==> src/hdl/core_ctrl_pkg.sv <==
`default_nettype none

package core_ctrl_pkg;

  // adder input a
  typedef enum logic {
    src_a_rs1,
    src_a_pc
  } src_a_e;

  // register writeback source
  typedef enum logic [1:0] {
    wb_sum,
    wb_pc4,
    wb_load
  } wb_sel_e;

  // run until ebreak, then stay halted
  typedef enum logic {
    st_run,
    st_halted
  } core_state_e;

endpackage

`default_nettype wire

==> src/hdl/rv_isa_pkg.sv <==
`default_nettype none

package rv_isa_pkg;

  // data and address width
  localparam int xlen = 32;

  typedef logic [xlen-1:0] word_t;
  typedef logic [4:0] reg_addr_t;
  typedef logic [2:0] funct3_t;

  // one enable bit per byte lane
  typedef logic [3:0] strb_t;

  // opcodes handled by this core, others decode as no-op
  typedef enum logic [6:0] {
    op_imm    = 7'b001_0011,
    op_lui    = 7'b011_0111,
    op_auipc  = 7'b001_0111,
    op_jal    = 7'b110_1111,
    op_jalr   = 7'b110_0111,
    op_load   = 7'b000_0011,
    op_store  = 7'b010_0011,
    op_system = 7'b111_0011
  } opcode_t;

  // load and store width codes in funct3
  localparam funct3_t f3_byte  = 3'b000;
  localparam funct3_t f3_half  = 3'b001;
  localparam funct3_t f3_word  = 3'b010;
  localparam funct3_t f3_byteu = 3'b100;
  localparam funct3_t f3_halfu = 3'b101;

endpackage

`default_nettype wire

==> src/hdl/decode_if.sv <==
`timescale 1ns/1ps
`default_nettype none

interface decode_if;
  import rv_isa_pkg::*;
  import core_ctrl_pkg::*;

  src_a_e  src_a;
  word_t   imm;
  wb_sel_e wb_sel;
  logic    reg_we;
  logic    mem_re;
  logic    mem_we;
  funct3_t funct3;
  logic    is_jump;
  logic    is_ebreak;

  // decoder drives everything
  modport dec (
    output src_a, imm, wb_sel, reg_we, mem_re, mem_we, funct3, is_jump, is_ebreak
  );
  modport exe (input src_a, imm, wb_sel);
  modport lsu (input mem_re, mem_we, funct3);
  modport pcu (input is_jump, is_ebreak);

endinterface

`default_nettype wire

==> src/hdl/exec_unit.sv <==
`timescale 1ns/1ps
`default_nettype none

module exec_unit (
  decode_if.exe             exe,
  input  rv_isa_pkg::word_t rs1_data,
  input  rv_isa_pkg::word_t pc,
  input  rv_isa_pkg::word_t pc_plus4,
  input  rv_isa_pkg::word_t load_data,
  output rv_isa_pkg::word_t sum,
  output rv_isa_pkg::word_t wdata
);
  import rv_isa_pkg::*;
  import core_ctrl_pkg::*;

  word_t op_a;

  // single adder: addi, lui, auipc, jump targets, load/store address
  assign op_a = (exe.src_a == src_a_pc) ? pc : rs1_data;
  assign sum  = op_a + exe.imm;

  always_comb begin
    case (exe.wb_sel)
      // link address for jal and jalr
      wb_pc4:  wdata = pc_plus4;
      wb_load: wdata = load_data;
      default: wdata = sum;
    endcase
  end

endmodule

`default_nettype wire

==> src/hdl/instr_decoder.sv <==
`timescale 1ns/1ps
`default_nettype none

module instr_decoder (
  input  rv_isa_pkg::word_t     inst,
  input  logic                  commit_en,
  decode_if.dec                 dec,
  output rv_isa_pkg::reg_addr_t rs1_addr,
  output rv_isa_pkg::reg_addr_t rs2_addr,
  output rv_isa_pkg::reg_addr_t rd_addr
);
  import rv_isa_pkg::*;
  import core_ctrl_pkg::*;

  opcode_t opcode;
  word_t   imm_i;
  word_t   imm_s;
  word_t   imm_u;
  word_t   imm_j;
  logic    reg_we_raw;
  logic    mem_we_raw;

  assign opcode = opcode_t'(inst[6:0]);

  // lui adds its immediate to x0
  assign rs1_addr = (opcode == op_lui) ? '0 : inst[19:15];
  assign rs2_addr = inst[24:20];
  assign rd_addr  = inst[11:7];

  // immediates, all sign-extended from bit 31
  assign imm_i = {{20{inst[31]}}, inst[31:20]};
  assign imm_s = {{20{inst[31]}}, inst[31:25], inst[11:7]};
  assign imm_u = {inst[31:12], 12'h000};
  assign imm_j = {{12{inst[31]}}, inst[19:12], inst[20], inst[30:21], 1'b0};

  always_comb begin
    // defaults: no side effects
    dec.src_a     = src_a_rs1;
    dec.imm       = imm_i;
    dec.wb_sel    = wb_sum;
    dec.mem_re    = 1'b0;
    dec.is_jump   = 1'b0;
    dec.is_ebreak = 1'b0;
    reg_we_raw    = 1'b0;
    mem_we_raw    = 1'b0;
    case (opcode)
      op_imm: reg_we_raw = 1'b1;
      op_lui: begin
        dec.imm    = imm_u;
        reg_we_raw = 1'b1;
      end
      op_auipc: begin
        dec.src_a  = src_a_pc;
        dec.imm    = imm_u;
        reg_we_raw = 1'b1;
      end
      op_jal: begin
        dec.src_a   = src_a_pc;
        dec.imm     = imm_j;
        dec.wb_sel  = wb_pc4;
        dec.is_jump = 1'b1;
        reg_we_raw  = 1'b1;
      end
      op_jalr: begin
        dec.wb_sel  = wb_pc4;
        dec.is_jump = 1'b1;
        reg_we_raw  = 1'b1;
      end
      op_load: begin
        dec.wb_sel = wb_load;
        dec.mem_re = 1'b1;
        reg_we_raw = 1'b1;
      end
      op_store: begin
        dec.imm    = imm_s;
        mem_we_raw = 1'b1;
      end
      // only ebreak is recognised among system encodings
      op_system: dec.is_ebreak = (inst[31:7] == 25'h0002000);
      default: ;
    endcase
  end

  // writes suppressed once halted
  assign dec.reg_we = reg_we_raw & commit_en;
  assign dec.mem_we = mem_we_raw & commit_en;
  assign dec.funct3 = inst[14:12];

endmodule

`default_nettype wire

==> src/hdl/load_store_unit.sv <==
`timescale 1ns/1ps
`default_nettype none

module load_store_unit (
  decode_if.lsu             lsu,
  input  rv_isa_pkg::word_t addr,
  input  rv_isa_pkg::word_t rs2_data,
  input  rv_isa_pkg::word_t mem_rdata,
  output rv_isa_pkg::strb_t mem_strb,
  output rv_isa_pkg::word_t mem_wdata,
  output logic              mem_re,
  output rv_isa_pkg::word_t load_data
);
  import rv_isa_pkg::*;

  logic [7:0]  ld_byte;
  logic [15:0] ld_half;
  word_t       rd_shift;

  assign mem_re = lsu.mem_re;

  // store data replicated across lanes, strobe picks the lane
  always_comb begin
    mem_strb = '0;
    case (lsu.funct3)
      f3_byte: begin
        mem_wdata = {4{rs2_data[7:0]}};
        mem_strb  = strb_t'(4'b0001 << addr[1:0]);
      end
      f3_half: begin
        mem_wdata = {2{rs2_data[15:0]}};
        mem_strb  = addr[1] ? 4'b1100 : 4'b0011;
      end
      f3_word: begin
        mem_wdata = rs2_data;
        mem_strb  = 4'b1111;
      end
      default: mem_wdata = rs2_data;
    endcase
    // no strobe without a write
    if (!lsu.mem_we) begin
      mem_strb = '0;
    end
  end

  // lane select by address offset
  assign rd_shift = mem_rdata >> {addr[1:0], 3'b000};
  assign ld_byte  = rd_shift[7:0];
  assign ld_half  = addr[1] ? mem_rdata[31:16] : mem_rdata[15:0];

  always_comb begin
    case (lsu.funct3)
      f3_byte:  load_data = {{24{ld_byte[7]}}, ld_byte};
      f3_half:  load_data = {{16{ld_half[15]}}, ld_half};
      f3_word:  load_data = mem_rdata;
      f3_byteu: load_data = {24'h000000, ld_byte};
      f3_halfu: load_data = {16'h0000, ld_half};
      default:  load_data = '0;
    endcase
  end

endmodule

`default_nettype wire

==> src/hdl/pc_unit.sv <==
`timescale 1ns/1ps
`default_nettype none

module pc_unit #(
  parameter rv_isa_pkg::word_t reset_pc = 32'h8000_0000
) (
  input  logic              clk,
  input  logic              arst_n,
  decode_if.pcu             pcu,
  input  rv_isa_pkg::word_t target,
  output rv_isa_pkg::word_t pc,
  output rv_isa_pkg::word_t pc_plus4,
  output logic              commit_en,
  output logic              halted
);
  import rv_isa_pkg::*;
  import core_ctrl_pkg::*;

  core_state_e state;
  word_t       pc_next;

  assign pc_plus4 = pc + 32'd4;
  // jalr may produce an odd target
  assign pc_next  = pcu.is_jump ? {target[31:1], 1'b0} : pc_plus4;

  assign commit_en = (state == st_run);
  assign halted    = (state == st_halted);

  always_ff @(posedge clk or negedge arst_n) begin
    if (!arst_n) begin
      state <= st_run;
      pc    <= reset_pc;
    end else if (state == st_run) begin
      // pc parks on the ebreak
      if (pcu.is_ebreak) begin
        state <= st_halted;
      end else begin
        pc <= pc_next;
      end
    end
  end

endmodule

`default_nettype wire

==> src/hdl/reg_file.sv <==
`timescale 1ns/1ps
`default_nettype none

module reg_file (
  input  logic                  clk,
  input  rv_isa_pkg::reg_addr_t rs1_addr,
  input  rv_isa_pkg::reg_addr_t rs2_addr,
  input  rv_isa_pkg::reg_addr_t rd_addr,
  input  rv_isa_pkg::word_t     wdata,
  input  logic                  we,
  output rv_isa_pkg::word_t     rs1_data,
  output rv_isa_pkg::word_t     rs2_data
);
  import rv_isa_pkg::*;

  word_t regs [32];

  // x0 reads as zero whatever the array holds
  assign rs1_data = (rs1_addr == '0) ? '0 : regs[rs1_addr];
  assign rs2_data = (rs2_addr == '0) ? '0 : regs[rs2_addr];

  always_ff @(posedge clk) begin
    if (we && rd_addr != '0) begin
      regs[rd_addr] <= wdata;
    end
  end

endmodule

`default_nettype wire

==> src/hdl/rv_core_top.sv <==
`timescale 1ns/1ps
`default_nettype none

module rv_core_top #(
  parameter rv_isa_pkg::word_t reset_pc = 32'h8000_0000
) (
  input  logic              clk,
  input  logic              arst_n,
  input  rv_isa_pkg::word_t inst,
  input  rv_isa_pkg::word_t mem_rdata,
  output rv_isa_pkg::word_t pc,
  output rv_isa_pkg::word_t mem_addr,
  output rv_isa_pkg::word_t mem_wdata,
  output rv_isa_pkg::strb_t mem_strb,
  output logic              mem_we,
  output logic              mem_re,
  output logic              halted
);
  import rv_isa_pkg::*;

  reg_addr_t rs1_addr;
  reg_addr_t rs2_addr;
  reg_addr_t rd_addr;
  word_t     rs1_data;
  word_t     rs2_data;
  word_t     wdata;
  word_t     sum;
  word_t     pc_plus4;
  word_t     load_data;
  logic      commit_en;

  decode_if dec_bus ();

  instr_decoder instr_decoder_i (
    .inst      (inst),
    .commit_en (commit_en),
    .dec       (dec_bus.dec),
    .rs1_addr  (rs1_addr),
    .rs2_addr  (rs2_addr),
    .rd_addr   (rd_addr)
  );

  reg_file reg_file_i (
    .clk      (clk),
    .rs1_addr (rs1_addr),
    .rs2_addr (rs2_addr),
    .rd_addr  (rd_addr),
    .wdata    (wdata),
    .we       (dec_bus.reg_we),
    .rs1_data (rs1_data),
    .rs2_data (rs2_data)
  );

  pc_unit #(
    .reset_pc (reset_pc)
  ) pc_unit_i (
    .clk       (clk),
    .arst_n    (arst_n),
    .pcu       (dec_bus.pcu),
    .target    (sum),
    .pc        (pc),
    .pc_plus4  (pc_plus4),
    .commit_en (commit_en),
    .halted    (halted)
  );

  exec_unit exec_unit_i (
    .exe       (dec_bus.exe),
    .rs1_data  (rs1_data),
    .pc        (pc),
    .pc_plus4  (pc_plus4),
    .load_data (load_data),
    .sum       (sum),
    .wdata     (wdata)
  );

  // adder output doubles as the data address
  load_store_unit load_store_unit_i (
    .lsu       (dec_bus.lsu),
    .addr      (sum),
    .rs2_data  (rs2_data),
    .mem_rdata (mem_rdata),
    .mem_strb  (mem_strb),
    .mem_wdata (mem_wdata),
    .mem_re    (mem_re),
    .load_data (load_data)
  );

  assign mem_addr = sum;
  assign mem_we   = dec_bus.mem_we;

endmodule

`default_nettype wire

==> config.mk <==
export PLATFORM = sky130hd
export DESIGN_NAME = rv_core_top
export DESIGN_NICKNAME = d
export VERILOG_FILES = /design/src/hdl/core_ctrl_pkg.sv /design/src/hdl/rv_isa_pkg.sv /design/src/hdl/decode_if.sv /design/src/hdl/exec_unit.sv /design/src/hdl/instr_decoder.sv /design/src/hdl/load_store_unit.sv /design/src/hdl/pc_unit.sv /design/src/hdl/reg_file.sv /design/src/hdl/rv_core_top.sv
export SDC_FILE = /design/constraint.sdc
export NUM_CORES = 2
export LEC_CHECK = 0
export BUFFER_PORTS_ARGS = -buffer_cell sky130_fd_sc_hd__buf_2
export CORE_UTILIZATION = 35
export DETAILED_ROUTE_END_ITERATION = 8
export GPL_TIMING_DRIVEN = 0
export PLACE_DENSITY_LB_ADDON = 0.3
export SLEW_MARGIN = 20
export SYNTH_ARGS = -nofsm -noshare
export SYNTH_HDL_FRONTEND = slang
export SYNTH_HIERARCHICAL = 1
export SYNTH_SLANG_ARGS = --single-unit
==> constraint.sdc <==
create_clock -name clk -period 11.1 [get_ports clk]
set_input_delay 0 -clock clk [delete_from_list [all_inputs] [get_ports clk]]
set_output_delay 0 -clock clk [all_outputs]
set_load 0.02 [all_outputs]
# Word-level counts from Yosys, hierarchy flattened
# Memory sizes are Yosys's and may differ from the RTL's.
# Index checks and enable logic that the tools add are counted.
[word_totals] inputBits=66 register_bits=33 ram_bits=1024 n_memories=1 wordCells=60 out_inout_bits=103
[op_classes] eq_ne=15 shifts=2 n_bitwise=4 mux=24 addsub=2 reduce_logical=10
[mem_list] memory="reg_file_i.regs" words=32 width=32 rd=2 rd_clocked_by_memory_dff=0 write_ports=1 line_no="reg_file.sv:16" source="word_t regs [32];"
[ops] op="32-bit one-hot mux with 5 select lines" count=1
[ops] op="32-bit 2-to-1 mux" count=4
[ops] op="32-bit one-hot mux with 2 select lines" count=2
[ops] op="31-bit one-hot mux with 3 select lines" count=1
[ops] op="32-bit by 3-bit adder with 32-bit output, second input constant" count=1
[ops] op="32-bit adder" count=1
[ops] op="32-bit by 5-bit >> shifter with 8-bit output" count=1
[ops] op="25-bit by 14-bit == test with 1-bit output, second input constant" count=1
[ops] op="7-bit == test, second input constant" count=3
[ops] op="16-bit 2-to-1 mux" count=1
[ops] op="7-bit by 5-bit == test with 1-bit output, second input constant" count=2
[ops] op="7-bit by 6-bit == test with 1-bit output, second input constant" count=2
[ops] op="4-bit one-hot mux with 3 select lines" count=1
[ops] op="5-bit logical NOT" count=2
[ops] op="1-bit 2-to-1 mux" count=10
[ops] op="4-bit 2-to-1 mux" count=2
[ops] op="7-bit by 2-bit == test with 1-bit output, second input constant" count=1
[ops] op="3-bit == test, second input constant" count=2
[ops] op="2-bit OR reduction" count=3
[ops] op="6-bit OR reduction" count=1
[ops] op="5-bit 2-to-1 mux" count=1
[ops] op="5-bit nonzero test" count=1
[ops] op="2-bit one-hot mux with 2 select lines" count=1
[ops] op="1-bit by 2-bit left shift with 4-bit output, first input constant" count=1
[ops] op="other kinds (9)" count=11

# Longest topological paths before layout
[depth] word_depth=9 depth_mapped=26 mapped_depth_nobuf=21

# Cells and area by module
# The synthesis kept the hierarchy.
[modules_own_cells] module="reg_file" n_inst=1 cells_per_inst=2564 area_each_um2=47904.7 seq_area_each_um2=30749.5
[modules_own_cells] module="exec_unit" n_inst=1 cells_per_inst=395 area_each_um2=2830.2 seq_area_each_um2=0.0
[modules_own_cells] module="pc_unit" n_inst=1 cells_per_inst=320 area_each_um2=2572.5 seq_area_each_um2=802.0
[modules_own_cells] module="load_store_unit" n_inst=1 cells_per_inst=192 area_each_um2=1353.8 seq_area_each_um2=0.0
[modules_own_cells] module="instr_decoder" n_inst=1 cells_per_inst=92 area_each_um2=676.9 seq_area_each_um2=0.0

# Worst setup path before layout
# No wires, ideal clock.
[synth_timing] path_kind="input port to flip-flop" startpoint="input port inst[6]" endpoint="memory reg_file_i/regs[0][30] in the netlist's numbering (data pin)" n_path_buf=4 setup_time_ns=0.461 arrival_ns=5.750 path_slack_ns=4.889 required_ns=10.639 stages=21 cell_sequence="nand4bb_4 nor2_4 buf_6 nand2_1 and2_1 buf_4 buf_4 mux4_2 mux2_2 o21ai_0 a311oi_1 mux2_2 ha_1 fa_1 mux2i_1 nor3_2 buf_2 a211o_1 a221oi_1 a311oi_1 nor3b_1"
[synth_via] elab_chain_cells=9 elab_cells_between_ends=24 classes_between="add/sub: 1; eq/ne: 8; shift: 1; mux: 9; reduce/logical: 4; memory: 1"
[synth_rtl] element="from (decl)" line_no="rv_core_top.sv:9" source="input rv_isa_pkg::word_t inst,"
[synth_rtl] element="7-bit by 6-bit == test with 1-bit output *" line_no="instr_decoder.sv:26" source="assign rs1_addr = (opcode == op_lui) ? '0 : inst[19:15];"
[synth_rtl] element="5-bit 2-to-1 mux *" line_no="instr_decoder.sv:26"
[synth_rtl] element="via rs1_addr[1]" line_no="rv_core_top.sv:21" source="reg_addr_t rs1_addr;"
[synth_rtl] element="memory 32 x 32 bit or 5-bit logical NOT (tied branches)"
[synth_rtl] element="32-bit 2-to-1 mux *" line_no="reg_file.sv:19" source="assign rs1_data = (rs1_addr == '0) ? '0 : regs[rs1_addr];"
[synth_rtl] element="via rs1_data[0]" line_no="rv_core_top.sv:24" source="word_t rs1_data;"
[synth_rtl] element="32-bit 2-to-1 mux *" line_no="exec_unit.sv:19" source="assign op_a = (exe.src_a == src_a_pc) ? pc : rs1_data;"
[synth_rtl] element="32-bit adder *" line_no="exec_unit.sv:20" source="assign sum = op_a + exe.imm;"
[synth_rtl] element="via mem_addr[1]" line_no="rv_core_top.sv:12" source="output rv_isa_pkg::word_t mem_addr,"
[synth_rtl] element="32-bit by 5-bit >> shifter with 8-bit output or 16-bit 2-to-1 mux (tied branches)" line_no="load_store_unit.sv:47, load_store_unit.sv:49"
[synth_rtl] element="32-bit one-hot mux with 5 select lines *" line_no="load_store_unit.sv:52" source="case (lsu.funct3)"
[synth_rtl] element="via load_data[30]" line_no="rv_core_top.sv:29" source="word_t load_data;"
[synth_rtl] element="32-bit one-hot mux with 2 select lines *" line_no="exec_unit.sv:23" source="case (exe.wb_sel)"
[synth_rtl] element="via wdata[30]" line_no="rv_core_top.sv:26" source="word_t wdata;"
[synth_rtl] element="to (decl)" line_no="reg_file.sv:16"
# Mark *: on every way through the listed nets, which the timed path passes. The rest lies on a longest branch.

# Worst setup path after layout
[layout_timing] startpoint="input port inst[6]" endpoint="memory reg_file_i/regs[26][31] in the netlist's numbering (data pin)"
[layout_via] elab_cells_between_ends=24 classes_between="add/sub: 1; eq/ne: 8; shift: 1; mux: 9; reduce/logical: 4; memory: 1"
[layout_rtl] element="7-bit by 6-bit == test with 1-bit output *" line_no="instr_decoder.sv:26"
[layout_rtl] element="5-bit 2-to-1 mux *" line_no="instr_decoder.sv:26"
[layout_rtl] element="via rs1_addr[4]" line_no="rv_core_top.sv:21"
[layout_rtl] element="memory 32 x 32 bit or 5-bit logical NOT (tied branches)"
[layout_rtl] element="32-bit 2-to-1 mux *" line_no="reg_file.sv:19"
[layout_rtl] element="via rs1_data[10]" line_no="rv_core_top.sv:24"
[layout_rtl] element="32-bit 2-to-1 mux *" line_no="exec_unit.sv:19"
[layout_rtl] element="32-bit adder *" line_no="exec_unit.sv:20"
[layout_rtl] element="32-bit one-hot mux with 2 select lines *" line_no="exec_unit.sv:23"
[layout_rtl] element="via wdata[31]" line_no="rv_core_top.sv:26"
# Marks and branches as above.

==> flow_results.xml <==
<?xml version="1.0" encoding="UTF-8"?>
<metrics>
  <group name="outcome">
    <metric name="outcome" unit="">completed</metric>
  </group>
  <group name="clock_tree">
    <metric name="cts.clk_slew.worst_paths" unit="ps">60</metric>
    <metric name="postCtsSetupBuffers" unit="">0</metric>
    <metric name="ctsRootBufferMaster" unit="">clkbuf_16</metric>
    <metric name="cts_num_sinks" unit="">1056</metric>
    <metric name="ctsHtreeMaxLevel" unit="">3</metric>
    <metric name="cts_hold_buf" unit="">3</metric>
    <metric name="cts_buffers" unit="">113</metric>
    <metric name="cts-root-to-sink-buffers" unit="">3</metric>
    <metric name="post_cts_resize_count" unit="">0</metric>
    <metric name="tritoncts_clock_tree" unit="">done</metric>
    <metric name="insertion_delay" unit="ps">760</metric>
  </group>
  <group name="synth">
    <metric name="async_flop_share" unit="">0.03030</metric>
    <metric name="netlist-cell-type-count" unit="">95</metric>
    <metric name="ys_ff_latch" unit="">1056</metric>
    <metric name="post_synth_instance_area" unit="µm²">55340</metric>
    <metric name="syn_inst" unit="">3563</metric>
    <metric name="synthesis.yosys.warnings" unit="">6</metric>
    <metric name="synth_area_per_cell" unit="µm²">15.53</metric>
    <metric name="predominant_post_synthesis_flop_cell" unit="">edfxtp_1</metric>
    <metric name="synth_edf_count" unit="">1024</metric>
    <metric name="yosysSeqAreaShare" unit="">0.5702</metric>
  </group>
  <group name="sta">
    <metric name="fin_worst_hold_slack" unit="ps">155.5</metric>
    <metric name="timing.final.hold_violations" unit="">0</metric>
    <metric name="setup_repair_after_global_routing_missed_its_margin" unit="">no</metric>
    <metric name="worst-slew-pin-transition" unit="ps">1310</metric>
    <metric name="final_period_minus_worst_setup_slack" unit="ps">7845</metric>
    <metric name="fmax" unit="MHz">127.5</metric>
    <metric name="remaining_max_slew_budget_at_the_tightest_pin" unit="">0.1268</metric>
    <metric name="final.setup_skew" unit="ps">41.23</metric>
    <metric name="final-max-slew-violation-count" unit="">0</metric>
    <metric name="finalSetupTns" unit="ps">0</metric>
    <metric name="share_of_the_clock_period_used_by_the_worst_path" unit="">0.7067</metric>
    <metric name="timing.final.setup_violations" unit="">0</metric>
  </group>
  <group name="global_route">
    <metric name="wire_length_of_the_first_global_routing_pass" unit="mm">313.6</metric>
    <metric name="number_of_global_route_vias_before_repair" unit="">37831</metric>
    <metric name="maximum_number_of_pins_on_one_net_before_global_route_repair" unit="">33</metric>
    <metric name="antenna_violations_before_repair" unit="">14</metric>
    <metric name="global_route.usage.total" unit="">0.2876</metric>
    <metric name="globalRoute.totalOverflow" unit="">0</metric>
  </group>
  <group name="worst_setup_path">
    <metric name="timing.rr.start" unit="">reg_file_i/regs[0][14]</metric>
    <metric name="worst-r2r-setup-slack" unit="ps">4950</metric>
    <metric name="worst-path-max-fanout" unit="">32</metric>
    <metric name="crit_path_end_kind" unit="">flip-flop</metric>
    <metric name="number_of_cells_traversed_by_the_worst_register_to_register_path" unit="">14</metric>
    <metric name="crit_path_end" unit="">reg_file_i/regs[26][31]</metric>
    <metric name="worstSetupStartpointType" unit="">input port</metric>
    <metric name="required" unit="ps">11510</metric>
    <metric name="timing.critical_path.arrival" unit="ps">8250</metric>
    <metric name="first_element_of_the_critical_path" unit="">inst[6]</metric>
    <metric name="critPathKind" unit="">in -&gt; reg</metric>
    <metric name="rr_endpoint" unit="">reg_file_i/regs[26][31]</metric>
  </group>
  <group name="placement">
    <metric name="place.detailed.hpwl" unit="mm">169.1</metric>
    <metric name="gp_congestion" unit="">0.9788</metric>
    <metric name="io_buffers" unit="">166</metric>
    <metric name="detailed_place.area" unit="µm²">61300</metric>
  </group>
  <group name="drt">
    <metric name="initialDrtViolationCount" unit="">6805</metric>
    <metric name="route.antenna.remaining_nets" unit="">0</metric>
    <metric name="routed-via-count" unit="">40123</metric>
    <metric name="firstDrtPassIters" unit="">6</metric>
    <metric name="finalWirelength" unit="mm">234.8</metric>
    <metric name="remaining_drc_errors" unit="">0</metric>
    <metric name="detail_routed_via_count_per_cell" unit="">6.547</metric>
    <metric name="routedWlPerCell" unit="µm">38.32</metric>
  </group>
  <group name="power_and_ir_drop">
    <metric name="power.net_switching" unit="µW">3553</metric>
    <metric name="standby_leakage_power" unit="µW">0.02228</metric>
    <metric name="intPower" unit="µW">7826</metric>
    <metric name="power.density_cell_area" unit="nW/µm²">174.9</metric>
    <metric name="p_clk_frac" unit="">0.335</metric>
    <metric name="ir_worst_vdd" unit="V">0.0001369</metric>
    <metric name="swShare" unit="">0.3122</metric>
    <metric name="share_seq_of_total_power" unit="">0.440</metric>
    <metric name="power_frac_comb" unit="">0.224</metric>
  </group>
  <group name="finish">
    <metric name="multiInputGateArea" unit="µm²">22710</metric>
    <metric name="fillCellCount" unit="">14042</metric>
    <metric name="area_growth" unit="%">17.57</metric>
    <metric name="sequential_area" unit="µm²">31550</metric>
    <metric name="mostFrequentLayoutCells" unit="">1024 x edfxtp_1, 342 x mux2i_1, 316 x mux4_2, 237 x buf_2, 164 x nand2_1</metric>
    <metric name="layout-drive-gt1-share" unit="">0.2994</metric>
    <metric name="final_nets" unit="">4071</metric>
    <metric name="fin_area" unit="µm²">65060</metric>
    <metric name="final_common_cell" unit="">edfxtp_1</metric>
  </group>
  <group name="worst_hold_path">
    <metric name="worst_hold_check_path_type" unit="">in -&gt; reg</metric>
  </group>
  <group name="job">
    <metric name="maxCapViolations" unit="">0</metric>
  </group>
  <group name="die">
    <metric name="num_rows" unit="">145</metric>
    <metric name="fp.dieArea" unit="µm²">159700</metric>
    <metric name="top_level_i_o_count" unit="">169</metric>
    <metric name="floorplan.initialDensity" unit="">0.3534</metric>
    <metric name="die_w" unit="µm">399.6</metric>
    <metric name="die_y" unit="µm">399.6</metric>
    <metric name="floorplan.core_area" unit="µm²">156600</metric>
  </group>
</metrics>
[state kept, by name, summed over array words and instances (netlist names)]
register and flops:
reg_file_i/regs 1024, pc_unit_i/pc 31, pc_unit_i/halted 1
[cell usage after synthesis, drive strengths merged, types with 70 or more instances]
library cell / count / share of area
mux4: 352 / 0.15
o21ai: 102 / 0.0093
a22oi: 81 / 0.011
clkbuf: 144 / 0.0099
nor2: 101 / 0.0073
a221oi: 70 / 0.013
nand2: 164 / 0.011
buf: 176 / 0.021
mux2i: 342 / 0.062
a21oi: 111 / 0.010
edfxtp: 1024 / 0.56
mux2: 128 / 0.026
[metrics by stage]
step	std cells	power (µW)	util	setup WS [ps]
floorplan	3595	6356	-	4889
global placement	5819	7365	0.3760	490.4
detailed placement	5909	7550	0.3915	2709
CTS	6122	11310	0.4152	3437
global route	6123	11620	0.4155	3341
finish	6128	11380	0.4156	3255
[cells by family (layout without fill, tap and decap cells)]
family,Yosys count,count (layout),synth area share
flops,1056,1056,0.5702
simple gates,561,561,0.05431
mux,822,822,0.2337
fa+ha+maj,35,35,0.008049
xor+xnor,58,58,0.009180
buf+inv,353,823,0.03353
compound gates,676,676,0.09096
other cells,2,39,0.0001357
[critical path, stage by stage]
cell	delay (ps)
buf_2	140
nand4bb_4	250
nor2_4	100
buf_6	150
nand2_1	140
and2_1	140
clkbuf_1	660
or2_2	240
clkbuf_1	340
or4_4	330
clkbuf_1	840
o21ai_0	640
a311oi_2	940
mux2_2	330
ha_1	250
and3_4	240
nand3_1	100
o211ai_1	500
nand3_2	220
o31ai_2	360
xor2_1	540
a2bb2oi_4	720
[how the worst min path moves through the flow]
stage | start | endpoint | slack, ps | depth (start not counted)
global placement | arst_n | pc_unit_i/pc[28] | 160 | 1
floorplan | arst_n | pc_unit_i/halted | -300 | 0
CTS | inst[17] | pc_unit_i/pc[9] | 90 | 4
finish | inst[17] | pc_unit_i/pc[9] | 160 | 4
detailed placement | arst_n | pc_unit_i/pc[27] | 150 | 1
global route | inst[17] | pc_unit_i/pc[9] | 140 | 4
[power by group through the flow]
stage | Combinational, µW | Clock [µW] | Sequential [µW]
after detailed placement | 2460 | 0 | 5090
after floorplan | 1250 | 0 | 5100
after global routing | 2630 | 3980 | 5020
after global placement | 2220 | 0 | 5140
final | 2550 | 3810 | 5010
after CTS | 2470 | 3840 | 5000
[layout make-up]
type,instances,area share
sequential,1056,0.4849
multi-input combinational,2186,0.3491
clock buffer,130,0.04444
timing repair buffer,260,0.04085
tap,2058,0.03958
buffer,320,0.02708
clock inverter,80,0.01198
inverter,33,0.001904
antenna,5,0.0001923
[metal layers]
layer,routed length (µm),part of all wire,vias up,GRT usage
li1,-,-,15589,-
met1,86770,0.37,20569,0.3766
met2,102400,0.44,3331,0.4328
met3,33590,0.14,626,0.09782
met4,11980,0.051,8,0.1223
met5,63,0.00027,-,0
Power figures use the tool's default switching activity.
